## src/source/dcache_cfg.svh

```systemverilog
// ============================================================
// dcache geometry macros
// address split, line size and array depth
// ============================================================

`ifndef DCACHE_CFG_SVH
`define DCACHE_CFG_SVH

// byte address
`define DCACHE_ADDR_W     32
`define DCACHE_OFFSET_W   3
// 64 lines
`define DCACHE_INDEX_W    6
// what is left of the address above index and offset
`define DCACHE_TAG_W      23
// 64-bit line
`define DCACHE_LINE_BYTES 8

`endif
```

## src/source/dcache_pkg.sv

```systemverilog
// ============================================================
// dcache package
// operation codes and index, tag, line and byte mask types
// ============================================================

package dcache_pkg;

`include "dcache_cfg.svh"

    // request operation
    typedef enum logic [1:0] {
        OP_LOAD  = 2'd0,
        OP_STORE = 2'd1,
        OP_FILL  = 2'd2,
        OP_INVAL = 2'd3
    } dcache_op_e;

    typedef logic [`DCACHE_INDEX_W-1:0] index_t;

    typedef logic [`DCACHE_TAG_W-1:0] tag_t;

    typedef logic [`DCACHE_LINE_BYTES*8-1:0] line_t;

    // one enable per byte of a line
    typedef logic [`DCACHE_LINE_BYTES-1:0] byte_en_t;

endpackage

```

## src/source/dcache_data_array.sv

```systemverilog
// ============================================================
// dcache data array
// 64 x 64-bit lines, async read, byte-masked clocked write
// ============================================================

`timescale 1ns/1ns

`include "dcache_cfg.svh"

module dcache_data_array
    import dcache_pkg::*;
(
    input  logic     clk,
    input  index_t   index,
    input  byte_en_t byte_wr_en,
    input  line_t    wr_data,
    output line_t    rd_data
);

    localparam int NUM_LINES = 1 << `DCACHE_INDEX_W;

    line_t mem [0:NUM_LINES-1];

    // each enabled byte lane writes on its own
    always_ff @(posedge clk) begin
        for (int b = 0; b < `DCACHE_LINE_BYTES; b++) begin
            if (byte_wr_en[b]) begin
                mem[index][b*8 +: 8] <= wr_data[b*8 +: 8];
            end
        end
    end

    // read follows index
    assign rd_data = mem[index];

endmodule

```

## config.mk

```make
export PLATFORM = sky130hd
export DESIGN_NAME = dcache_data_array
export DESIGN_NICKNAME = d
export VERILOG_FILES = /design/src/source/dcache_pkg.sv /design/src/source/dcache_data_array.sv
export VERILOG_INCLUDE_DIRS = /design/src /design/src/source
export SDC_FILE = /design/constraint.sdc
export NUM_CORES = 2
export LEC_CHECK = 0
export BUFFER_PORTS_ARGS = -buffer_cell sky130_fd_sc_hd__buf_2
export CAP_MARGIN = 40
export CORE_UTILIZATION = 30
export CTS_BUF_LIST = sky130_fd_sc_hd__clkbuf_16
export CTS_CLUSTER_SIZE = 25
export DETAILED_ROUTE_END_ITERATION = 6
export SETUP_SLACK_MARGIN = 0.1
export SLEW_MARGIN = 20
export SYNTH_ARGS = -nofsm -noshare
export SYNTH_HDL_FRONTEND = slang
export SYNTH_SLANG_ARGS = --single-unit
```

## constraint.sdc

```tcl
create_clock -name clk -period 2.4 [get_ports clk]
set_input_delay 0.24 -clock clk [delete_from_list [all_inputs] [get_ports clk]]
set_output_delay 0.24 -clock clk [all_outputs]
set_load 0.1 [all_outputs]
```

Word level (Yosys, flattened, before mapping):

Memories as Yosys holds them, arrays and structs flattened.
Index checks and enable logic that the tools add are counted.

* register bits after elaboration: 0
* bits in writable memories: 4096
* input port bits: 79
* output and inout port bits: 64
* logic and storage cells: 17
* memories: 1

Memory list
* mem: depth 64, bits a word 64, rd ports 1, clocked after Yosys merged registers in 0, wr ports 1, RTL line dcache_data_array.sv:22 `line_t mem [0:NUM_LINES-1];`

* multiplexer cells: 16

Operator list (number)
* $mux 1: 16

Depth between registers and ports, before layout:

* word-level depth: 2
* mapped depth: 11
* gate-level depth less buffers: 6

Worst setup path before layout:

No wires, ideal clock.

* kind: input to output
* start: input port index[2]
* end: output port rd_data[19]
* arrival: 2.819 ns
* data required time: 2.160 ns
* setup slack: -0.659 ns
* stages: 9
* buffers on the path: 4
* path through: buf_4 -> buf_4 -> buf_2 -> buf_1 -> mux2_2 -> a221oi_1 -> o22ai_1 -> a21oi_1 -> nand4_1

* longest elaborated chain between the ends: 1

Ends and longest elaborated chain
* start, declared: RTL line dcache_data_array.sv:14 `input index_t index,`
* $mem_v2 64x64
* end, declared: RTL line dcache_data_array.sv:17 `output line_t rd_data`

Every way passes these cells.

Final worst setup path:

* start: memory mem[5][17] (netlist name)
* end: output port rd_data[17]

* longest elaborated chain between the ends: 1

Ends and longest elaborated chain (RTL line)
* start, declared: dcache_data_array.sv:22
* $mem_v2 64x64

Every way passes these cells.

==> PnR_summary.wiki <==
{| class="wikitable"
! Metric !! Value
|-
| Status || complete, but fails checks
|-
| Failing checks || negative setup slack
|-
| Area of the die || 0.524 mm2
|-
| Data required time at the worst endpoint || 2.16 ns
|-
| Ratio of cells with drive above 1 in the final layout || 0.298
|-
| Die width || 724 um
|-
| IO Pins || 143
|-
| Setup violations, final || 64
|-
| Number of buffer and inverter stages on the critical path || 3
|-
| Post-detailed-route DRC marker count || 0
|-
| Number of placement rows || 264
|-
| Total chip power || 0.155 W
|-
| Biggest registers after layout || mem: 4096 flops
|-
| Cell family with most CP delay || buffers and inverters
|-
| Netlist area before placement || 0.156 mm2
|-
| Max-Slew Margin vs Limit || 0.413
|-
| Unique cell type count in the Yosys netlist || 54
|-
| Post-layout instance count excluding filler cells || 18,135
|-
| Synthesis Warnings || 0
|-
| Net count of the finished layout || 10,952
|-
| Areal power density over the cells || 781 mW/mm2
|-
| Setup WS post-layout || -1.25 ns
|-
| Number of flip-flops under the largest register name || 4,096
|-
| Number of antenna-violating nets in the routed design || 0
|-
| Worst slew pin tran || 0.880 ns
|-
| Clock sink count || 4,096
|-
| Area fraction of the dominant cell type after synthesis || 0.786
|-
| Syn nets || 9,193
|-
| Iteration-0 DRC Markers || 11,432
|-
| DP Cell Count || 17,324
|-
| Antenna violations before repair || 56
|-
| Class of the tightest hold or removal check || input pin to flop
|-
| Register area share after synthesis || 0.786
|-
| Quantity of I/O buffers inserted on ports || 142
|-
| Critical Path AT || 3.41 ns
|-
| Leakage power figure || 65.1 nW
|-
| Core box area || 0.518 mm2
|-
| Filler Cell Count || 47,114
|-
| Post-synthesis average cell area || 17.2 um2
|-
| Mean routed wirelength per cell || 27.7 um
|-
| Overall global routing resource usage || 0.185
|-
| CTS root buf || clkbuf_16
|-
| Number of max-capacitance violations reported || 0
|-
| Largest fanout on the critical path || 1
|-
| Synthesis-to-layout area growth || 26.9%
|-
| Starting Density || 0.302
|-
| Crit Path Class || flop to primary output
|-
| Unrepaired setup endpoints after global routing || yes
|-
| Maximum operating frequency || 274 MHz
|-
| Post-detailed-placement half-perimeter wirelength || 339,000 um
|-
| VDD IR-drop max || 639 uV
|-
| Top cells by area, synth || edfxtp_1, a221oi_1, a22oi_1, nor2_1, mux2i_1
|-
| Maximum level of the CTS H-tree || 5
|-
| Commonest cells after routing, fill and taps aside || edfxtp_1, buf_4, nor2_1
|-
| Cell type contributing the most total cell area after synthesis || edfxtp_1
|-
| Clock edge transition at the registers on the reported setup and hold paths || 0.07 ns
|-
| Total Routed Length || 503,000 um
|-
| Count of state elements after synthesis || 4,096
|-
| TritonCTS Buffers || 394
|-
| Main synth FF type || edfxtp_1
|-
| Maximum number of pins on one net before global-route repair || 65
|-
| Synth async-reset ratio || 0
|-
| Die span in y || 724 um
|-
| Leading cell type in the layout, fill and taps excluded || edfxtp_1
|-
| CP max stage cell || nand4_1
|-
| Count of flip-flops with a built-in enable after synthesis || 4,096
|-
| Most numerous cell on the critical path || buf_4
|-
| Overall overflow remaining after global route || 0
|-
| Maximum single-stage delay on the critical path || 0.52 ns
|-
| Ordered list of cells on the worst path || mux2i_1 > o22ai_1 > a21oi_1 > o21ai_1 > buf_4 > a211oi_4 > nand4_1 > buf_4 > buf_12
|-
| Setup crit end kind || primary output
|-
| Average via count per standard cell || 5.37
|-
| Clock Tree Buf Depth || 4
|-
| Final GP Congestion || 0.866
|-
| Post-route minimum period || 3.65 ns
|-
| Instance count of the mapped netlist || 9,114
|-
| Via total after detailed routing || 97,441
|-
| Endpoints failing hold || 0
|-
| Number of max-slew violations in the final report || 0
|-
| Type of element launching the critical path || flop
|-
| Register ranked first by flip-flop count || mem
|-
| Vias in the first global route || 95,746
|-
| Detailed Routing Iterations Pass 1 || 6
|-
| Final critical-path share of the clock period || 1.52
|-
| Worst hold slack across all endpoints || 0.102 ns
|-
| Global-route wire length before repair || 711,000 um
|-
| TritonCTS clock tree || done
|}
[per-layer routing]
| metal | global-route usage | part of all wire |
|---|---|---|
| met1 | 0.248 | 0.40 |
| met2 | 0.301 | 0.47 |
| met3 | 0.0322 | 0.083 |
| met4 | 0.0712 | 0.044 |
| met5 | 0 | 0.00045 |
[repair_timing]
action                                  in CTS  in global routing
hold buffers                                66                  0
endpoints found under the setup margin      64                 64
pin swaps                                  153                105
cloned                                       1                  0
endpoints found under the hold margin     3371                  0
setup buffers                                0                  2
resized for setup                          428                172
[synth_stat cells (60+ instances only)]
| cell type | count |
|---|---|
| nor3_1 | 75 |
| buf_1 | 91 |
| a21oi_1 | 292 |
| o22a_1 | 66 |
| mux2i_1 | 276 |
| o22ai_1 | 362 |
| buf_2 | 225 |
| a22oi_1 | 568 |
| nand2_1 | 229 |
| clkbuf_1 | 385 |
| mux2_2 | 226 |
| edfxtp_1 | 4096 |
| nand4_1 | 60 |
| a221oi_1 | 911 |
| nor2_1 | 755 |
| o21ai_0 | 167 |
[metrics by stage]
stage	cell area (um2)	TNS, ns	util	setup slack, ns
2_1_floorplan	157000	-40.49	-	-0.452
3_3_place_gp	182000	-339.78	0.350	-1.47
3_5_place_dp	182000	-352.58	0.351	-1.25
4_1_cts	197000	-59.53	0.381	-1.29
5_1_grt	198000	-60.25	0.383	-1.37
6_report	198000	-54.45	0.383	-1.25
[cells by family after synthesis]
kind of cell | synth area share
compound gates | 0.118
flops | 0.786
buf+inv | 0.0204
mux | 0.0424
simple gates | 0.0330
[path summary, 6_finish.rpt]
kind	depth (start not counted)	slack, ns	endpoint	startpoint
hold / removal	4	0.10	mem[23][5]	byte_wr_en[0]
setup / recovery	9	-1.25	rd_data[17]	mem[5][17]
[area by class of cell]
cell class / count / area [um2] / area share
Clock buffer: 397 / 9930 / 0.0501
Antenna cell: 25 / 62.6 / 0.000315
Clock inverter: 320 / 2920 / 0.0147
Sequential cell: 4096 / 123000 / 0.620
Timing Repair Buffer: 2095 / 20200 / 0.102
Multi-Input combinational cell: 4281 / 33700 / 0.170
Tap cell: 6916 / 8650 / 0.0436
Inverter: 5 / 38.8 / 0.000195
[power breakdown]
part	internal (W)	total, W	switching (W)
logic	0.00476	0.0136	0.00882
registers	0.0792	0.0793	0.000120
clock network	0.0347	0.0621	0.0274
No activity file was read; power rests on OpenSTA's default activity.
