===== src/source/dcache_cfg.svh =====
// ============================================================
// dcache geometry macros
// address split, line size and array depth
// ============================================================

`ifndef DCACHE_CFG_SVH
`define DCACHE_CFG_SVH

// byte address
`define DCACHE_ADDR_W     32
`define DCACHE_OFFSET_W   3
// 64 lines
`define DCACHE_INDEX_W    6
// what is left of the address above index and offset
`define DCACHE_TAG_W      23
// 64-bit line
`define DCACHE_LINE_BYTES 8

`endif

===== src/source/dcache_pkg.sv =====
// ============================================================
// dcache package
// operation codes and index, tag, line and byte mask types
// ============================================================

package dcache_pkg;

`include "dcache_cfg.svh"

    // request operation
    typedef enum logic [1:0] {
        OP_LOAD  = 2'd0,
        OP_STORE = 2'd1,
        OP_FILL  = 2'd2,
        OP_INVAL = 2'd3
    } dcache_op_e;

    typedef logic [`DCACHE_INDEX_W-1:0] index_t;

    typedef logic [`DCACHE_TAG_W-1:0] tag_t;

    typedef logic [`DCACHE_LINE_BYTES*8-1:0] line_t;

    // one enable per byte of a line
    typedef logic [`DCACHE_LINE_BYTES-1:0] byte_en_t;

endpackage


===== src/source/dcache_tag_array.sv =====
// ============================================================
// dcache tag and valid store
// 64 x 23-bit tags, 64 valid bits, async read
// ============================================================

`timescale 1ns/1ns

`include "dcache_cfg.svh"

module dcache_tag_array
    import dcache_pkg::*;
(
    input  logic   clk,
    input  logic   rst_n,
    input  index_t index,
    input  logic   tag_wr_en,
    input  tag_t   wr_tag,
    input  logic   valid_wr_en,
    input  logic   wr_valid,
    output tag_t   rd_tag,
    output logic   rd_valid
);

    localparam int NUM_LINES = 1 << `DCACHE_INDEX_W;

    tag_t                 tag_mem [0:NUM_LINES-1];
    logic [NUM_LINES-1:0] valid_q;

    // tag store
    always_ff @(posedge clk) begin
        if (tag_wr_en) begin
            tag_mem[index] <= wr_tag;
        end
    end

    // valid bits, written separately so an invalidate keeps the tag
    always_ff @(posedge clk) begin
        if (!rst_n) begin
            valid_q <= '0;
        end else if (valid_wr_en) begin
            valid_q[index] <= wr_valid;
        end
    end

    assign rd_tag   = tag_mem[index];
    assign rd_valid = valid_q[index];

endmodule


===== config.mk =====
export PLATFORM = sky130hd
export DESIGN_NAME = dcache_tag_array
export DESIGN_NICKNAME = d
export VERILOG_FILES = /design/src/source/dcache_pkg.sv /design/src/source/dcache_tag_array.sv
export VERILOG_INCLUDE_DIRS = /design/src /design/src/source
export SDC_FILE = /design/constraint.sdc
export NUM_CORES = 1
export LEC_CHECK = 0
export ABC_AREA = 1
export BUFFER_PORTS_ARGS = -buffer_cell sky130_fd_sc_hd__buf_2
export CELL_PAD_IN_SITES_DETAIL_PLACEMENT = 1
export CELL_PAD_IN_SITES_GLOBAL_PLACEMENT = 2
export CORE_MARGIN = 2
export CORE_UTILIZATION = 28
export CTS_CLUSTER_SIZE = 30
export DETAILED_ROUTE_END_ITERATION = 6
export GPL_TIMING_DRIVEN = 0
export PLACE_DENSITY_LB_ADDON = 0.12
export SLEW_MARGIN = 20
export SYNTH_ARGS = -nofsm -noshare
export SYNTH_HDL_FRONTEND = slang
export SYNTH_SLANG_ARGS = --single-unit

===== constraint.sdc =====
create_clock -name clk -period 4.55 [get_ports clk]
set_input_delay 0.455 -clock clk [delete_from_list [all_inputs] [get_ports clk]]
set_output_delay 0.455 -clock clk [all_outputs]
set_load 0.005 [all_outputs]

# Yosys cells after proc, flatten, opt, wreduce, memory -nomap -nowiden
# Memories as Yosys holds them, arrays and structs flattened.
# Index checks and enable logic that the tools add are counted.
totals:
  mem_bits_rw: 1472
  n_memories: 1
  inputBits: 34
  out_inout_bits: 24
  register_bits: 64
classes:
  n_mux: 7
  reduce_logical: 1
  order_cmp: 2
mem_list:
  columns: ["memory", "depth", "word_bits", "rd", "rd_clocked_by_memory_dff", "wr", "line", "text"]
  rows:
  - ["tag_mem", 64, 23, 1, 0, 1, "dcache_tag_array.sv:26", "tag_t tag_mem [0:NUM_LINES-1];"]
op_table:
  columns: ["op", "count"]
  rows:
  - ["bitwise mux 64 bit", 1]
  - ["< comparator 6 x 7 -> 1 bit (second input constant)", 1]
  - ["binary-select mux 1 bit (select 6 bit)", 1]
  - ["demux 1 bit (select 6 bit)", 1]
  - ["greater-or-equal comparator 6 x 1 -> 1 bit (second input constant)", 1]
  - ["2-to-1 mux 1 bit", 4]
  - ["logical AND 1 bit", 1]

# Logic depth before layout (Yosys ltp)
# Gate-level depths: netlist of the first run.
depth:
  ltp_word: 5
  depth_mapped: 15

# Least setup slack after synthesis of the first run
# Ideal clock, no wire load.
synth_path:
  path_type: "input to register"
  start: "in index[0]"
  end: "mem tag_mem[12][0] in the netlist's numbering, enable pin"
  setup_slack_ns: 1.170
  t_arrival_ns: 2.948
  path_stages: 6
  path_buffers: 3
  cell_sequence: "buf_4 > buf_2 > buf_2 > nor2_2 > inv_1 > nor3_1"
synth_lines:
  columns: ["element", "line", "text"]
  rows:
  - ["start, declared", "dcache_tag_array.sv:15", "input index_t index,"]
  - ["end, declared", "dcache_tag_array.sv:26", null]
# Straight into the memory's write port.

# Worst setup path after layout of the first run
layout_path:
  start: "in index[2]"
  end: "out rd_tag[17]"
layout_between:
  elab_chain_len: 1
layout_rtl:
  columns: ["element", "line", "text"]
  rows:
  - ["memory (64 x 23 bit)", null, null]
  - ["end, declared", "dcache_tag_array.sv:20", "output tag_t rd_tag,"]
# No other way between the ends.

==> results.cfg, run 1 <==
[routing]
dr_wl_met2_mm = 122
num_vias = 47400
firstDrtPassIters = 5
drc_errors = 0
drt_iter0_markers = 3182
vias_per_cell = 4.60
wirelength_mm = 268
wl_per_cell_um = 26.0
ant_nets = 0
wl_met3_mm = 10.9
wl_met1_mm = 125
top_layer = met5

[floorplanning]
die_w_um = 487
io_pins = 58
rows = 177
initial_core_util_pct = 28.1
die_area_mm2 = 0.237
core-area_mm2 = 0.232
die_y_um = 487

[finish]
final_cells = 10300
nNetsFinal = 7135
syn2layout_area_growth_pct = 19.5
drive_gt1_share_pct = 11.7

[sta]
finalCritPeriodShare_pct = 99.0
setup_viol = 0
tightest_slew_ns = 1.12
maxSlewHeadroom_pct = 24.8
hold_violations = 0
slew_viol_final = 0
finClkSkew_ns = 0
fmax_mhz = 222
rsz0062_at_grt = no
fin_setup_tns_ns = 0
fin_crit_ns = 4.51

[clock_tree]
cts_buffers = 182
clkTransAtPathRegs_ns = 0.06
root_buffer = clkbuf_16
cts_max_level = 4
cts-resized-gates = 0
clock-sinks = 1536
clock_latency_ns = 0.83
cts_setup_buffers = 0
holdBufCountCts = 2
cts_tree = done
cts_max_path_buffers = 3

[run]
drv_cap = 0

[critical_path]
start_kind = input pin
cp_max_fo = 10
endpoint_kind = output port
critPathKind = input pin to output port
cp.arrival_ns = 4.05
r2r_slack_ns = 3.89
crit_required_ns = 4.09

[power]
p_leak_nw = 32.3
max-vdd-ir-drop_v = 0.000395
p_per_area_mw_per_mm2 = 416
p_total_mw = 32.4

[synthesis]
syn-cell-area_mm2 = 0.0653
synth_top_family_by_area = simple AND/OR/NAND/NOR gates
muxShareOfSynthArea_pct = 0
avgSynthCellArea_um2 = 9.87
synthCells = 6613
synth_compound_area_share_pct = 1.15
yosysWarnings = 0
synth_seq_cells = 1536
yosys.area_share.xor_xnor_pct = 0
syn_nets = 6647
ys_seq_area_share_pct = 69.7
synthAdderAreaFrac_pct = 0
synth.distinct_cells = 27
synth-simple-area-share_pct = 26.2

[placed_design]
io_buffers = 51
dpl.hpwl_mm = 199
place_congestion = 0.885
dp_cells = 9958

[hold_path]
holdCritPathClass = input pin to flop

[global_routing]
antenna_found_initial = 32
grt_pass1_vias = 48800
gr-usage-all-layers_pct = 22.5
grt_max_degree = 65
grt_overflow_total = 0
grt_pass1_wl_mm = 376

[status]
status = completed
## stage by stage
step	hold slack [ns]	setup WS (ns)	utilization [%]	cell area [µm²]
2_1_floorplan	0.424	1.17	-	65300
5_1_grt	0.0617	0.145	33.6	78000
3_5_place_dp	0.438	0.164	31.1	72200
6_report	0.0978	0.0433	33.6	78000
4_1_cts	0.0296	0.158	33.6	78000
3_3_place_gp	0.434	-3.18	29.9	69400
## critical path, cell delays in order
cell,delay [ns]
buf_2,0.19
inv_2,0.28
clkbuf_2,0.33
buf_12,0.23
clkbuf_1,0.50
nand2_1,0.31
nand2_1,0.12
nand2_1,0.08
nand2_1,0.15
nor2_1,0.88
nand2_1,0.26
buf_2,0.20
## synthesized netlist by cell type
library cell	count	share of area [%]
nand3_1	69	0.53
o21ai_0	73	0.56
clkbuf_2	2	0.015
nor4_1	3	0.029
a31oi_1	3	0.029
clkbuf_1	124	0.71
dfxtp_1	64	2.0
nor2_1	61	0.35
buf_2	174	1.3
buf_1	34	0.20
nand2_4	1	0.017
inv_1	83	0.48
buf_4	12	0.14
nand2_2	4	0.038
nor2_4	1	0.017
nand2_1	4256	24
edfxtp_1	1472	68
buf_6	3	0.052
or2_2	6	0.057
o211ai_1	3	0.034
a21oi_1	61	0.47
inv_4	1	0.0096
nor3_1	67	0.51
nor2_2	5	0.048
nand3_2	7	0.11
o21ai_1	8	0.061
inv_2	16	0.092
## kinds of logic (layout without fill, tap and decap cells)
logic type,Yosys count,after routing
simple gates,4480,4480
compound gates,148,148
other cells,0,6
flops,1536,1536
buf+inv,449,1092
## placed cells by master, fill, tap and decap left out, types with 6 or more instances in the layout
cell	synthesis	layout
buf_16	0	12
nand2_1	4256	4256
inv_1	83	83
dfxtp_1	64	64
nand3_1	69	69
nor3_2	0	64
buf_6	3	41
buf_4	12	222
clkbuf_2	2	9
clkbuf_16	0	184
or2_2	6	6
clkinv_1	0	53
buf_2	174	202
diode_2	0	6
edfxtp_1	1472	1472
o21ai_0	73	73
buf_12	0	14
o21ai_1	8	8
clkinv_2	0	23
nor2_1	61	61
inv_2	16	16
clkbuf_1	124	161
nand3_2	7	7
buf_1	34	34
bufinv_16	0	13
a21oi_1	61	61
## worst paths after layout
| path | start | end | cells after the start |
|---|---|---|---|
| setup / recovery | index[2] | rd_tag[17] | 12 |
| hold / removal | wr_tag[9] | tag_mem[34][9] | 1 |
| setup reg to reg | valid_q[24] | valid_q[24] | 2 |
| hold reg to reg | valid_q[48] | valid_q[48] | 2 |
## layer usage
layer / up-vias / track usage, %
met2: 949 / 36.0
met1: 23700 / 31.4
li1: 22400 / -
met3: 352 / 2.67
met4: 6 / 8.38
met5: - / 0
## registers in the layout, indices dropped and copies added, names as in the netlist
signal and cells:
valid_q 64, tag_mem 1472
## where the power goes
| part | switching [mW] | leakage [nW] | internal, mW |
|---|---|---|---|
| Clock | 6.16 | 2.81 | 8.24 |
| Sequential | 0.0219 | 13.8 | 15.6 |
| Combinational | 1.92 | 15.8 | 0.517 |
## area by class of cell
class | count | area, µm²
repair buffers | 304 | 2780
clock inverters | 107 | 961
diodes | 6 | 15.0
fillers | 26000 | 154000
plain buffers | 349 | 1610
flip-flops and latches | 1536 | 45500
well taps | 3043 | 3810
multi-input cells | 4628 | 18200
clock buffers | 232 | 4820
inverters | 100 | 378
(Power assumes the default switching activity.)
==> run 2: changes to the inputs <==
--- a/config.mk
+++ b/config.mk
@@ -6,7 +6,7 @@
 export SDC_FILE = /design/constraint.sdc
 export NUM_CORES = 1
 export LEC_CHECK = 0
-export ABC_AREA = 1
+export ABC_AREA = 0
 export BUFFER_PORTS_ARGS = -buffer_cell sky130_fd_sc_hd__buf_2
 export CELL_PAD_IN_SITES_DETAIL_PLACEMENT = 1
 export CELL_PAD_IN_SITES_GLOBAL_PLACEMENT = 2
==> results.cfg, run 2 <==
[critical_path]
cp_max_fo = 10
cp.arrival_ns = 4.25
slowest_delay_ns = 0.75
crit_chain = buf_6 > buf_6 > buf_6 > inv_2 > buf_2 > clkbuf_2 > a221oi_1 > nor2_1 > o21ai_1 > nand4_1 > buf_2
crit_buf_inv = 7
cp_slowest_cell = o21ai_1
r2r_slack_ns = 3.81
rr_worst_depth = 2
endpoint_kind = output port
r2r_end = valid_q[35]
cp_common_cell = buf_6
critPathKind = input pin to output port
r2r_start = valid_q[35]
critPathTopFamily = buffers and inverters
start_kind = input pin
crit_required_ns = 4.09

[finish]
final_common_cell = edfxtp_1
largest_reg_flops = 1472
drive_gt1_share_pct = 21.0
syn2layout_area_growth_pct = 21.0
nNetsFinal = 4053
design_area_mm2 = 0.0738
regMostFlops = tag_mem
largestRegisters = tag_mem x1472, valid_q x64
layout_common_cells = edfxtp_1 (1472), a221oi_1 (206), clkbuf_16 (180)

[synthesis]
synth_seq_cells = 1536
ys_async_sr_fraction_pct = 0
synthCells = 3679
synthTopCellsByCount = edfxtp_1 (1472), a221oi_1 (206), a22oi_1 (153)
ys_top_cells_by_area = edfxtp_1 (72%), a221oi_1 (3.0%), dfxtp_1 (2.1%)
synth_edf_count = 1472
avgSynthCellArea_um2 = 16.6
yosysWarnings = 0
syn-cell-area_mm2 = 0.0610
synth.distinct_cells = 68
synth_top_area_share_pct = 72.5
yosysTopAreaCell = edfxtp_1
synthFlopType = edfxtp_1
syn_nets = 3713
ys_seq_area_share_pct = 74.6
synth.most_common_cell = edfxtp_1

[sta]
setup_viol = 6
setup_ws_ns = -0.152
fin_crit_ns = 4.70
tightest_slew_ns = 1.28
finalCritPeriodShare_pct = 103
maxSlewHeadroom_pct = 15.0
rsz0062_at_grt = no
fmax_mhz = 213
finClkSkew_ns = 0
hold_violations = 0
slew_viol_final = 0

[placed_design]
place_congestion = 0.900
dp_slack_ns = -0.745
dpl.hpwl_mm = 202
place_area_mm2 = 0.0680
io_buffers = 50

[routing]
wl_per_cell_um = 41.0
drt_iter0_markers = 5287
num_vias = 39500
firstDrtPassIters = 6
drc_errors = 0
wirelength_mm = 288
ant_nets = 0
vias_per_cell = 5.61

[global_routing]
grt_overflow_total = 0
antenna_found_initial = 35
grt_pass1_wl_mm = 378
gr-usage-all-layers_pct = 25.5
grt_pass1_vias = 38900
grt_max_degree = 65

[power]
intPower_mw = 24.0
combPwrFrac_pct = 7.5
p_leak_nw = 23.0
max-vdd-ir-drop_v = 0.000442
switchingPower_mw = 8.12
clock_power_share_pct = 43.9
seq_power_share_pct = 48.6
switching_share_pct = 25.3
p_per_area_mw_per_mm2 = 436

[clock_tree]
clock_latency_ns = 0.85
cts_setup_buffers = 0
cts_max_path_buffers = 3
cts_buffers = 180
root_buffer = clkbuf_16
clock-sinks = 1536
clkTransAtPathRegs_ns = 0.06
cts_tree = done
cts_max_level = 4

[floorplanning]
core-area_mm2 = 0.217
rows = 171
initial_core_util_pct = 28.1
die_w_um = 471
die_area_mm2 = 0.222
io_pins = 58
die_y_um = 471

[hold_path]
hold_start = wr_tag[1]
holdCritPathClass = input pin to flop
min_path_cells = 1
min_to = tag_mem[31][1]

[status]
violations = setup timing
status = complete, but fails checks

[run]
drv_cap = 0
==> run 2: kinds of logic (layout without fill, tap and decap cells) <==
logic type,count (synthesis),count (layout),synth area share (%)
other,0,10,0
AOI/OAI and AO/OA,906,906,10.9
DFF,1536,1536,74.6
and+or+nand+nor,656,656,6.23
buffers and inverters,311,799,2.55
muxes,270,270,5.74
==> run 2: worst register-to-register path: stages, from the launching register on <==
cell      delay (ns)
dfxtp_1         0.35
o21ai_0         0.11
a21boi_0        0.21
==> run 2: worst max path at each step <==
stage | start | endpoint | slack (ns) | depth (start not counted)
final | index[2] | rd_tag[1] | -0.15 | 11
after detailed placement | index[2] | rd_tag[20] | -0.74 | 10
after CTS | index[2] | rd_tag[9] | 0.02 | 11
after global routing | index[1] | rd_tag[3] | 0.0002 | 11
after global placement | index[2] | tag_mem[33][1] | -2.75 | 8
after floorplan | index[4] | tag_mem[16][0] | 1.51 | 7
==> run 2: timing repair <==
action | in CTS | in global routing
endpoints found under the setup margin | 23 | 8
resized for setup | 48 | 6
hold buffers | 5 | 0
pin swaps | 0 | 0
endpoints found under the hold margin | 42 | 0
==> run 2: stage by stage <==
step | cells | hold slack (ns) | util, % | power (mW) | setup TNS (ns)
finish | 7031 | 0.0373 | 34.0 | 32.1 | -0.583
global route | 7023 | 0.0301 | 34.0 | 32.9 | 0
CTS | 7022 | 0.0130 | 34.0 | 32.3 | 0
detailed placement | 6690 | 0.471 | 31.4 | 18.3 | -57.57
global placement | 6583 | 0.465 | 29.9 | 18.2 | -3172.13
floorplan | 3679 | 0.453 | - | 16.8 | 0
==> run 2: power by group through the flow <==
stage | registers, mW | clock network [mW] | logic (mW)
after floorplan | 15.9 | 0 | 0.873
after global placement | 15.9 | 0 | 2.24
after detailed placement | 15.9 | 0 | 2.38
after CTS | 15.6 | 14.3 | 2.40
after global routing | 15.6 | 14.8 | 2.46
final | 15.6 | 14.1 | 2.42
==> run 2: layout make-up <==
class | instances | area (µm²)
diodes | 10 | 25.0
plain buffers | 303 | 1600
repair buffers | 162 | 2870
flip-flops and latches | 1536 | 45500
clock inverters | 102 | 896
clock buffers | 228 | 4710
well taps | 2854 | 3570
inverters | 4 | 17.5
multi-input cells | 1832 | 14600
fillers | 21900 | 143000
==> run 2: routing by layer <==
metal / GRT usage [%] / part of all wire (%) / up-vias
li1: - / - / 15800
met1: 35.5 / 44 / 21400
met2: 40.2 / 46 / 1814
met3: 4.38 / 7.0 / 385
met4: 8.96 / 3.7 / 6
met5: 0 / 0.015 / -
