## config.mk

```make
export PLATFORM = sky130hd
export DESIGN_NAME = dcache_lookup
export DESIGN_NICKNAME = d
export VERILOG_FILES = /design/src/source/dcache_pkg.sv /design/src/source/dcache_lookup.sv
export VERILOG_INCLUDE_DIRS = /design/src /design/src/source
export SDC_FILE = /design/constraint.sdc
export NUM_CORES = 1
export LEC_CHECK = 0
export ABC_AREA = 1
export BUFFER_PORTS_ARGS = -buffer_cell sky130_fd_sc_hd__buf_2
export CAP_MARGIN = 20
export CORE_AREA = 2 2 138 140
export DETAILED_ROUTE_END_ITERATION = 6
export DIE_AREA = 0 0 140 142
export SLEW_MARGIN = 15
export SYNTH_ARGS = -nofsm -noshare
export SYNTH_HDL_FRONTEND = slang
export SYNTH_SLANG_ARGS = --single-unit
```

## constraint.sdc

```tcl
create_clock -name clk -period 1 [get_ports clk]
set_clock_uncertainty 0.05 [all_clocks]
set_input_delay 0.1 -clock clk [delete_from_list [all_inputs] [get_ports clk]]
set_output_delay 0.1 -clock clk [all_outputs]
set_load 0.01 [all_outputs]
```

## src/source/dcache_cfg.svh

```systemverilog
// ============================================================
// dcache geometry macros
// address split, line size and array depth
// ============================================================

`ifndef DCACHE_CFG_SVH
`define DCACHE_CFG_SVH

// byte address
`define DCACHE_ADDR_W     32
`define DCACHE_OFFSET_W   3
// 64 lines
`define DCACHE_INDEX_W    6
// what is left of the address above index and offset
`define DCACHE_TAG_W      23
// 64-bit line
`define DCACHE_LINE_BYTES 8

`endif
```

## src/source/dcache_pkg.sv

```systemverilog
// ============================================================
// dcache package
// operation codes and index, tag, line and byte mask types
// ============================================================

package dcache_pkg;

`include "dcache_cfg.svh"

    // request operation
    typedef enum logic [1:0] {
        OP_LOAD  = 2'd0,
        OP_STORE = 2'd1,
        OP_FILL  = 2'd2,
        OP_INVAL = 2'd3
    } dcache_op_e;

    typedef logic [`DCACHE_INDEX_W-1:0] index_t;

    typedef logic [`DCACHE_TAG_W-1:0] tag_t;

    typedef logic [`DCACHE_LINE_BYTES*8-1:0] line_t;

    // one enable per byte of a line
    typedef logic [`DCACHE_LINE_BYTES-1:0] byte_en_t;

endpackage

```

## src/source/dcache_lookup.sv

```systemverilog
// ============================================================
// dcache lookup
// tag compare, array write enables, registered response
// ============================================================

`timescale 1ns/1ns

module dcache_lookup
    import dcache_pkg::*;
(
    input  logic       clk,
    input  logic       rst_n,

    // request
    input  logic       req_valid,
    input  dcache_op_e req_op,
    input  tag_t       req_tag,
    input  byte_en_t   req_byte_en,
    input  line_t      req_wdata,

    // array read side
    input  tag_t       rd_tag,
    input  logic       rd_valid,
    input  line_t      rd_data,

    // array write side
    output logic       tag_wr_en,
    output tag_t       wr_tag,
    output logic       valid_wr_en,
    output logic       wr_valid,
    output byte_en_t   byte_wr_en,
    output line_t      wr_data,

    // response
    output logic       resp_valid,
    output logic       resp_hit,
    output line_t      resp_rdata
);

    logic hit;

    // state of the line before this request writes it
    assign hit = rd_valid && (rd_tag == req_tag);

    // a fill brings the new tag, everything else leaves it
    assign wr_tag = req_tag;

    // fill sets valid, invalidate clears it
    assign wr_valid = (req_op == OP_FILL);

    // store data merges through the byte enables
    assign wr_data = req_wdata;

    always_comb begin
        tag_wr_en   = 1'b0;
        valid_wr_en = 1'b0;
        byte_wr_en  = '0;
        if (req_valid) begin
            case (req_op)
                OP_FILL: begin
                    tag_wr_en   = 1'b1;
                    valid_wr_en = 1'b1;
                    byte_wr_en  = '1;
                end
                OP_STORE: begin
                    // no write-allocate
                    if (hit) begin
                        byte_wr_en = req_byte_en;
                    end
                end
                OP_INVAL: begin
                    valid_wr_en = 1'b1;
                end
                default: begin
                    // load writes nothing
                end
            endcase
        end
    end

    // response one cycle after the request
    always_ff @(posedge clk) begin
        if (!rst_n) begin
            resp_valid <= 1'b0;
            resp_hit   <= 1'b0;
        end else begin
            resp_valid <= req_valid;
            if (req_valid) begin
                resp_hit <= hit;
            end
        end
    end

    // read data only matters for a load hit
    always_ff @(posedge clk) begin
        if (req_valid) begin
            resp_rdata <= rd_data;
        end
    end

endmodule

```

-- Word-level counts from Yosys, hierarchy flattened
Cells that the tools add are included.
- register bits after elaboration: 66
- output and inout bits: 164
- input bits: 188
- word-level logic and storage cells: 16
- equality and inequality tests: 4
- reduce and logical (&&, ||, !) cells: 2
- multiplexer cells: 7
- operator list (kind ; number):
    equality test 23 bit ; 1
    2-to-1 mux 8 bit ; 2
    case mux 8 bit (2 select lines) ; 1
    equality test 2 bit, second input constant ; 2
    2-to-1 mux 1 bit ; 4
    equality test 2 x 1 -> 1 bit, second input constant ; 1
    OR reduction 2 bit ; 1
    logical AND 1 bit ; 1

-- Logic depth before layout (Yosys ltp)
Gate-level depths: netlist (run 1).
- depth in word-level cells: 5
- gate-level depth with buffers: 8
- depth with buffers taken out: 8

-- Least setup slack after synthesis (run 1)
OpenSTA, ideal clock, no wires.
- kind: input to output
- from: input req_op[1]
- to: output byte_wr_en[6]
- setup slack: -46 ps
- stages on the path: 7
- path buffers: 1
- required time: 850 ps
- arrival: 896 ps
- cells stage by stage: inv_1 -> ha_1 -> clkbuf_1 -> nand2_1 -> inv_1 -> nand4_1 -> a21oi_1
- word-level cells in the longest chain between the ends: 3
- elaborated cells between the ends (all ways): 4
- those cells by class: eq/ne: 2; mux: 2
- RTL lines (element ; line ; text):
    start, declared ; dcache_lookup.sv:16 ; input dcache_op_e req_op,
    equality test 2 x 1 -> 1 bit / equality test 2 bit (equally long branches) ; dcache_lookup.sv:59 ; case (req_op)
    case mux 8 bit (2 select lines) * ; dcache_lookup.sv:59 ;
    2-to-1 mux 8 bit * ; dcache_lookup.sv:58 ; if (req_valid) begin
    end, declared ; dcache_lookup.sv:31 ; output byte_en_t byte_wr_en,
Every way passes the cells marked *; elsewhere a longest branch is shown, timed or not.

-- Worst setup path after layout (run 1)
- from: input req_tag[11]
- to: output byte_wr_en[7]
- word-level cells in the longest chain between the ends: 5
- RTL lines (element ; line ; text):
    start, declared ; dcache_lookup.sv:17 ; input tag_t req_tag,
    equality test 23 bit ; dcache_lookup.sv:43 ; assign hit = rd_valid && (rd_tag == req_tag);
    logical AND 1 bit ; dcache_lookup.sv:43 ;
    2-to-1 mux 8 bit ; dcache_lookup.sv:67 ; if (hit) begin
    case mux 8 bit (2 select lines) ; dcache_lookup.sv:59 ;
    2-to-1 mux 8 bit ; dcache_lookup.sv:58 ;
Every way passes these cells.

==> results of run 1 <==
path summary, 6_finish.rpt:
kind | from | to | slack (ns) | depth (start not counted)
setup / recovery | req_tag[11] | byte_wr_en[7] | -0.35 | 10
hold / removal | req_wdata[19] | wr_data[19] | 0.15 | 0
setup reg to reg | resp_hit | resp_hit | 0.31 | 2
hold reg to reg | resp_hit | resp_hit | 0.51 | 2
registers in the layout, summed over array words and instances, names as in the netlist:
register / count
resp_valid: 1
resp_hit: 1
resp_rdata: 64
cell usage in the layout, fill, tap and decap left out:
cell and count:
inv_2 1, nor2_1 11, a21oi_2 8, nor2_2 7, ha_2 1, o21ai_0 1
ha_1 2, a21oi_1 1, edfxtp_1 64, buf_6 11, clkinv_2 1, nand2_2 5
buf_4 10, inv_8 2, clkbuf_16 9, nand4_1 8, xnor2_1 4, nor2_4 3
nand2_1 61, inv_1 45, nand2_4 1, buf_2 209, dfxtp_1 2, buf_12 6
nand3_2 2, nand3_1 1, clkinvlp_4 1, clkinv_1 3, dlygate4sd3_1 65
cell usage after synthesis:
cell and n:
buf_4 87, nand2_1 67, edfxtp_1 64, inv_1 48
nor2_1 16, a21oi_1 9, nand4_1 8, xnor2_1 4
ha_1 3, nor2_4 3, dfxtp_1 2, nand3_1 2
clkbuf_1 1, nand3_2 1, nor2_2 1, o21ai_0 1
worst reg2reg max path, delay by kind of cell, from the launching register on:
family / cells / cell delay, ns
AO/OA/AOI/OAI: 2 / 0.22
flip-flops: 1 / 0.31
cells by family (layout without fill, tap and decap cells):
logic type,count (synthesis),after routing
buf+inv,136,363
fa+ha+maj,3,3
compound gates,10,10
simple gates,98,99
flops,66,66
xor+xnor,4,4
power by group through the flow:
stage	clock network, µW	registers [µW]	logic [µW]
floorplan	0	3510	550
finish	2610	3340	1300
CTS	2710	3340	1280
global route	2810	3350	1420
detailed placement	0	3390	1050
global placement	0	3390	1040
layer usage:
layer	track usage	up-vias
met4	0.0484	0
met3	0.0340	19
li1	-	1363
met1	0.0985	1266
met5	0	-
met2	0.174	207
layout make-up:
cell class                      count  share of cell area
Timing Repair Buffer              301               0.378
Clock inverter                      5             0.00446
Sequential cell                    66               0.368
Multi-Input combinational cell    116               0.116
Clock buffer                        9              0.0422
Inverter                           48              0.0366
Tap cell                          234              0.0549
stage by stage:
stage | std cells | worst slack [ns] | power, µW | TNS (ns)
6_report | 779 | -0.348 | 7260 | -2.75
3_5_place_dp | 698 | -0.579 | 4440 | -4.84
5_1_grt | 779 | -0.474 | 7580 | -4.16
2_1_floorplan | 317 | -0.0115 | 4060 | -0.0919
3_3_place_gp | 698 | -0.546 | 4430 | -4.60
4_1_cts | 779 | -0.377 | 7330 | -3.29
what timing repair did:
item                                   in CTS  in global routing
gates cloned                                1                  0
setup endpoints to repair                  25                 39
hold buffers                               65                  0
resized for setup                          12                 18
endpoints found under the hold margin      66                  0
pin swaps                                   5                  7
buffers inserted                            1                  0
==> flow_metrics.tcl, run 1 <==
set metrics [dict create \
    worst_pin_slew_ns 0.250 \
    register_area_um2 1960 \
    synth_mux_area_frac 0 \
    status "complete, but fails checks" \
    viasPerCell 3.66 \
    io_buffers 223 \
    start_kind "input pin" \
    area_growth_pct 59.6 \
    slowest_delay_ns 0.15 \
    p_per_area_nw_per_um2 1360 \
    final_cell_area_um2 5340 \
    yosys.area_share.simple 0.126 \
    yosys_warnings 0 \
    antenna_found_initial 0 \
    synth_top_family_by_area "buffers and inverters" \
    clock_latency_ns 0.31 \
    nFillCells 1888 \
    synth_fa_ha_area_frac 0.0112 \
    ys_types 16 \
    placed_cell_area_um2 4300 \
    crit_buf_inv 3 \
    nets 733 \
    firstDrtPassIters 7 \
    synth_compound_gate_area_share 0.0150 \
    setup_viol 13 \
    avgSynthCellArea_um2 10.5 \
    met1_length_mm 3.69 \
    postRouteAntennaNets 0 \
    row_count 50 \
    vdd_drop_max_uv 643 \
    dr_wl_met3_mm 1.01 \
    endpoint_kind "output pin" \
    ys_ff_latch 66 \
    fmax_ghz 0.742 \
    chipWidth_um 140 \
    power.leakage_uw 0.00260 \
    syn_inst 317 \
    clock-sinks 66 \
    routed.top_layer "met4" \
    synth.net_count 508 \
    num_vias 2855 \
    worstHoldPathType "input pin to output pin" \
    cts-root-buf "clkbuf_16" \
    coreArea_um2 18500 \
    worstSetupPathType "input pin to output pin" \
    crit_arrival_ns 1.20 \
    routed_wirelength_mm 10.1 \
    p_int_uw 5580 \
    dp_hpwl_mm 7.53 \
    drt_iter0_markers 181 \
    maxCapViolations 0 \
    switchingPower_uw 1680 \
    switching_share 0.232 \
    synthXorXnorAreaFrac 0.0105 \
    yosysTopAreaCellShare 0.575 \
    ios 352 \
    slew_violations 0 \
    synth_top_area_cell "edfxtp_1" \
    comb_power_share 0.180 \
    violations "design-rule violations, negative setup slack" \
    setup_ws_ns -0.348 \
    grt_first_pass_wirelength_mm 14.6 \
    synth_area_um2 3340 \
    detail_route.wl_per_cell_um 13.0 \
    power_frac_seq 0.460 \
    grt_max_degree 49 \
    finalHoldViolCount 0 \
    cts_tree "built" \
    final_util 0.289 \
    crit_slowest_cell "buf_2" \
    drc 29 \
    whs_ns 0.150 \
    worst-path-max-fanout 9 \
    path_cells "buf_6 > nand2_1 > nand2_1 > nor2_2 > nand3_2 > nor2_4 > buf_12 > nand4_1 > a21oi_2 > buf_2" \
    fin_crit_sh 1.35 \
    grt_setup_unrepaired "yes" \
    multiInputGateArea_um2 621 \
    crit_family "simple AND/OR/NAND/NOR gates" \
    die_y_um 142 \
    crit_required_ns 0.85 \
    gp_congestion 0.669 \
    grtUsageTotal 0.0960 \
    dr_wl_met2_mm 5.15 \
    period_needed_ns 1.35 \
    slew_headroom 0.833 \
    dieArea_um2 19900 \
    grt_pass1_vias 2838 \
    yosysSeqAreaShare 0.587 \
    p_clk_frac 0.360 \
    grt-ovfl-total 0 \
    clockBufferDepth 2 \
    initial_core_util 0.181 \
    path_common_cell "nand2_1" \
    cts_buffers 9 \
    h-tree-depth 3 \
    synth_area_leaders "edfxtp_1 (57%), buf_4 (20%), nand2_1 (7.5%), inv_1 (5.4%), nor2_1 (1.8%)" \
    diodes 0 \
    drive_above_1_share 0.508 \
]
Power figures use the tool's default switching activity.
==> run 2: changes to the inputs <==
--- a/config.mk
+++ b/config.mk
@@ -9,9 +9,10 @@
 export ABC_AREA = 1
 export BUFFER_PORTS_ARGS = -buffer_cell sky130_fd_sc_hd__buf_2
 export CAP_MARGIN = 20
-export CORE_AREA = 2 2 138 140
+export CORE_MARGIN = 10
+export CORE_UTILIZATION = 25
 export DETAILED_ROUTE_END_ITERATION = 6
-export DIE_AREA = 0 0 140 142
+export GPL_ROUTABILITY_DRIVEN = 0
 export SLEW_MARGIN = 15
 export SYNTH_ARGS = -nofsm -noshare
 export SYNTH_HDL_FRONTEND = slang
==> run 2 against run 1 <==
- the flow finishes with violations (negative setup slack)
- non-clock buffer count rose by 7
- clock power rose by 16%
- fmax fell by 2.9%
- sequential share of layout area fell by 1.3 points
- utilization rose by 13 points
- via count rose by 5.6%
- routed wire length rose by 49%
- worst setup slack got worse by 0.040 ns
- count of clock-buffer cells in the layout did not move
- sequential cell count did not move
- die area fell by 7.5%
- final cell count fell by 6.0%
==> flow_metrics.tcl, run 2 (same netlist as run 1, synthesis figures left out) <==
set metrics [dict create \
    status "complete, but fails checks" \
    violations "negative setup slack" \
    setup_ws_ns -0.388 \
    dr_wl_met2_mm 8.16 \
    path_common_cell "buf_2" \
    met1_length_mm 4.57 \
    grt_first_pass_wirelength_mm 20.4 \
    power.leakage_uw 0.00268 \
    clock_latency_ns 0.32 \
    p_per_area_nw_per_um2 1420 \
    top_register "resp_rdata" \
    firstDrtPassIters 4 \
    finalHoldViolCount 0 \
    dp_hpwl_mm 12.0 \
    clockBufferDepth 2 \
    coreArea_um2 13200 \
    drt_iter0_markers 100 \
    grt_max_degree 48 \
    slew_headroom 0.746 \
    cts_buffers 9 \
    worst_pin_slew_ns 0.381 \
    clock-sinks 66 \
    layout_common_cells "buf_2 (200), dlygate4sd3_1 (65), edfxtp_1 (64)" \
    grt_setup_unrepaired "yes" \
    worst-path-max-fanout 5 \
    diodes 0 \
    endpoint_kind "output pin" \
    setup_tns_ns -2.96 \
    antenna_found_initial 1 \
    ios 352 \
    final_util 0.420 \
    period_needed_ns 1.39 \
    area_growth_pct 65.6 \
    power_frac_seq 0.425 \
    setup_viol 17 \
    fin_crit_sh 1.39 \
    switchingPower_uw 1880 \
    worstSetupPathType "input pin to output pin" \
    switching_share 0.240 \
    io_buffers 223 \
    slew_violations 0 \
    h-tree-depth 3 \
    detail_route.wl_per_cell_um 20.5 \
    crit_required_ns 0.85 \
    cts-root-buf "clkbuf_16" \
    die_y_um 136 \
    cts_tree "built" \
    p_int_uw 5950 \
    chipWidth_um 136 \
    largest_reg_flops 64 \
    vdd_drop_max_uv 740 \
    path_cells "buf_2 > xnor2_1 > nand3_4 > nor2_4 > nand4_1 > a21oi_2 > buf_2" \
    initial_core_util 0.253 \
    grt_pass1_vias 3146 \
    routed_wirelength_mm 15.0 \
    postRouteAntennaNets 0 \
    row_count 42 \
    routed.top_layer "met4" \
    maxCapViolations 0 \
    p_clk_frac 0.385 \
    nets 742 \
    crit_slowest_cell "xnor2_1" \
    viasPerCell 4.12 \
    whs_ns 0.150 \
    slowest_delay_ns 0.25 \
    top_regs "resp_rdata: 64 flops, resp_hit: 1 flops, resp_valid: 1 flops" \
    comb_power_share 0.189 \
    grt-ovfl-total 0 \
    nFillCells 1218 \
    crit_arrival_ns 1.24 \
    drc 0 \
    fmax_ghz 0.720 \
    num_vias 3014 \
    dieArea_um2 18400 \
    dr_wl_met3_mm 1.95 \
    worstHoldPathType "input pin to output pin" \
    mostFrequentLayoutCell "buf_2" \
    start_kind "input pin" \
    drive_above_1_share 0.570 \
    grtUsageTotal 0.150 \
]
==> run 2: stage by stage <==
step | cell area [µm²] | total power [µW] | std cells | setup WS, ns
global placement | 4260 | 4480 | 648 | -0.425
finish | 5540 | 7840 | 732 | -0.388
floorplan | 3390 | 4060 | 317 | -0.0115
detailed placement | 4260 | 4500 | 648 | -0.442
CTS | 5300 | 7800 | 731 | -0.404
global route | 5540 | 8170 | 732 | -0.469
==> run 2: layout make-up <==
type                       instances  area, µm²  area share
inverter                          48        195      0.0352
clock buffer                       9        225      0.0407
timing repair buffer             308       2100       0.379
sequential                        66       1960       0.354
clock inverter                     7       68.8      0.0124
multi-input combinational        118        768       0.139
tap                              176        220      0.0398
==> run 2: power groups by stage <==
stage	logic, µW	registers (µW)	clock network (µW)
final	1480	3340	3020
after global routing	1600	3350	3210
after CTS	1370	3330	3100
after detailed placement	1110	3380	0
after global placement	1100	3380	0
after floorplan	550	3510	0
==> run 2: path summary, 6_finish.rpt <==
kind	startpoint	to	cells after the start	slack, ns
worst max-delay path	req_tag[16]	byte_wr_en[4]	7	-0.39
worst min-delay path	req_wdata[13]	wr_data[13]	0	0.15
worst max register to register	resp_hit	resp_hit	2	0.31
worst min register to register	resp_hit	resp_hit	2	0.51
==> run 2: critical path: cells and delay by family <==
| kind | cells | cell delay (ns) |
|---|---|---|
| compound gates | 1 | 0.15 |
| xor+xnor | 1 | 0.25 |
| buf+inv | 2 | 0.27 |
| simple gates | 3 | 0.46 |
==> run 2: what timing repair did <==
item | 4_1_cts | 5_1_grt
hold buffers | 65 | 0
pin swaps | 14 | 35
resized for setup | 21 | 65
setup endpoints to repair | 29 | 53
hold endpoints to repair | 66 | 0
setup buffers | 0 | 0
cloned | 2 | 1
==> run 2: routing by layer <==
layer  global-route usage  vias up
li1                     -     1390
met1                0.131     1360
met2                0.284      235
met3               0.0764       29
met4               0.0532        0
met5                    0        -
==> run 3: changes to the inputs <==
--- a/config.mk
+++ b/config.mk
@@ -13,6 +13,7 @@
 export CORE_UTILIZATION = 25
 export DETAILED_ROUTE_END_ITERATION = 6
 export GPL_ROUTABILITY_DRIVEN = 0
+export RECOVER_POWER = 50
 export SLEW_MARGIN = 15
 export SYNTH_ARGS = -nofsm -noshare
 export SYNTH_HDL_FRONTEND = slang
==> run 3 against run 2 <==
- count of clock-buffer cells in the layout is the same
- sequential power hardly changed
- via count is 0.66% lower
- die area stayed put
- highest routed layer unchanged
- worst setup slack gained 0.00070 ns
- utilization decreased by 0.25 points
- non-clock buffer count is the same
- register-to-register slack barely moved
- cell area fell by 0.59%
- combinational power barely moved
- critical path type unchanged
- final cell count stayed put
- hold slack is the same
- the flow still finishes with violations (negative setup slack)
==> flow_metrics.tcl, run 3 (same netlist as run 1, synthesis figures left out) <==
set metrics [dict create \
    final_util 0.417 \
    start_kind "input pin" \
    violations "negative setup slack" \
    grtUsageTotal 0.150 \
    mostFrequentLayoutCell "buf_2" \
    die_y_um 136 \
    comb_power_share 0.187 \
    setup_ws_ns -0.388 \
    setup_tns_ns -3.33 \
    grt_setup_unrepaired "yes" \
    drt_iter0_markers 107 \
    status "complete, but fails checks" \
    detail_route.wl_per_cell_um 20.5 \
    p_int_uw 5940 \
    setup_viol 19 \
    p_per_area_nw_per_um2 1420 \
    ios 352 \
    worst_pin_slew_ns 0.404 \
    slew_violations 0 \
    p_clk_frac 0.386 \
    clock-sinks 66 \
    antenna_found_initial 1 \
    nets 742 \
    dp_hpwl_mm 12.0 \
    power_frac_seq 0.426 \
    worst-path-max-fanout 5 \
    pre_cts_ws_ns -0.442 \
    firstDrtPassIters 4 \
    grtUsageMet1 0.131 \
    period_needed_ns 1.39 \
    chipWidth_um 136 \
    switching_share 0.241 \
    met2_usage 0.284 \
    cts_tree "built" \
    crit_required_ns 0.85 \
    slowest_delay_ns 0.25 \
    area_growth_pct 64.7 \
    switchingPower_uw 1890 \
    busiest_layer "met2" \
    slew_headroom 0.730 \
    crit_slowest_cell "xnor2_1" \
    crit_family "simple AND/OR/NAND/NOR gates" \
    viasPerCell 4.09 \
    grt_pass1_vias 3146 \
    initial_core_util 0.253 \
    grt_max_degree 48 \
    clock_latency_ns 0.32 \
    drive_above_1_share 0.549 \
    grt-ovfl-total 0 \
    top_regs "resp_rdata: 64 flops, resp_hit: 1 flops, resp_valid: 1 flops" \
    coreArea_um2 13200 \
    maxCapViolations 0 \
    diodes 0 \
    h-tree-depth 3 \
    largest_reg_flops 64 \
    power.leakage_uw 0.00265 \
    crit_buf_inv 2 \
    crit_arrival_ns 1.24 \
    cts-root-buf "clkbuf_16" \
    dieArea_um2 18400 \
    grt_first_pass_wirelength_mm 20.4 \
    worstSetupPathType "input pin to output pin" \
    routed_wirelength_mm 15.0 \
    finalHoldViolCount 0 \
    fmax_ghz 0.721 \
    io_buffers 223 \
    endpoint_kind "output pin" \
    layout_common_cells "buf_2 (189), dlygate4sd3_1 (65), edfxtp_1 (64)" \
    top_register "resp_rdata" \
    use_met3 0.0764 \
    cts_buffers 9 \
    row_count 42 \
    vdd_drop_max_uv 736 \
    worstHoldPathType "input pin to output pin" \
    fin_crit_sh 1.39 \
    clockBufferDepth 2 \
    num_vias 2994 \
    postRouteAntennaNets 0 \
    path_cells "buf_2 > xnor2_1 > nand3_4 > nor2_4 > nand4_1 > a21oi_2 > buf_2" \
    path_common_cell "buf_2" \
    drc 0 \
]
-- run 3: cell type report --
class / count / area, µm²
inverters: 48 / 195
clock buffers: 9 / 225
multi-input cells: 118 / 768
repair buffers: 308 / 2070
flip-flops and latches: 66 / 1960
well taps: 176 / 220
fillers: 1228 / 7680
clock inverters: 7 / 68.8
-- run 3: repair_timing --
item,CTS,global route
resized for setup,21,65
gates cloned,2,1
hold endpoints to repair,66,0
buffers inserted,0,0
pin swaps,14,35
setup endpoints to repair,29,53
hold buffers,65,0
-- run 3: power by group through the flow --
| stage | Sequential [µW] | Combinational (µW) | Clock (µW) |
|---|---|---|---|
| global placement | 3380 | 1100 | 0 |
| CTS | 3330 | 1370 | 3100 |
| finish | 3340 | 1470 | 3020 |
| global route | 3350 | 1590 | 3210 |
| detailed placement | 3380 | 1110 | 0 |
| floorplan | 3510 | 550 | 0 |
-- run 3: worst paths after layout --
path	startpoint	endpoint	slack, ns	cells past startpoint
worst max-delay path	req_tag[16]	byte_wr_en[7]	-0.39	7
worst min-delay path	req_wdata[13]	wr_data[13]	0.15	0
worst max register to register	resp_hit	resp_hit	0.30	2
worst min register to register	resp_hit	resp_hit	0.51	2
-- run 3: through the flow --
step / cell area [µm²] / std cells / hold WS, ns / total power [µW]
after floorplan: 3390 / 317 / 0.143 / 4060
after global placement: 4260 / 648 / 0.150 / 4480
after detailed placement: 4260 / 648 / 0.150 / 4500
after CTS: 5300 / 731 / 0.150 / 7800
after global routing: 5510 / 732 / 0.150 / 8150
final: 5510 / 732 / 0.150 / 7830
-- run 3: metal layers --
layer / wire length (µm) / up-vias / share of wire
met4: 350 / 0 / 0.023
met3: 1940 / 29 / 0.13
li1: - / 1391 / -
met5: 0 / - / 0
met2: 8140 / 229 / 0.54
met1: 4600 / 1345 / 0.31
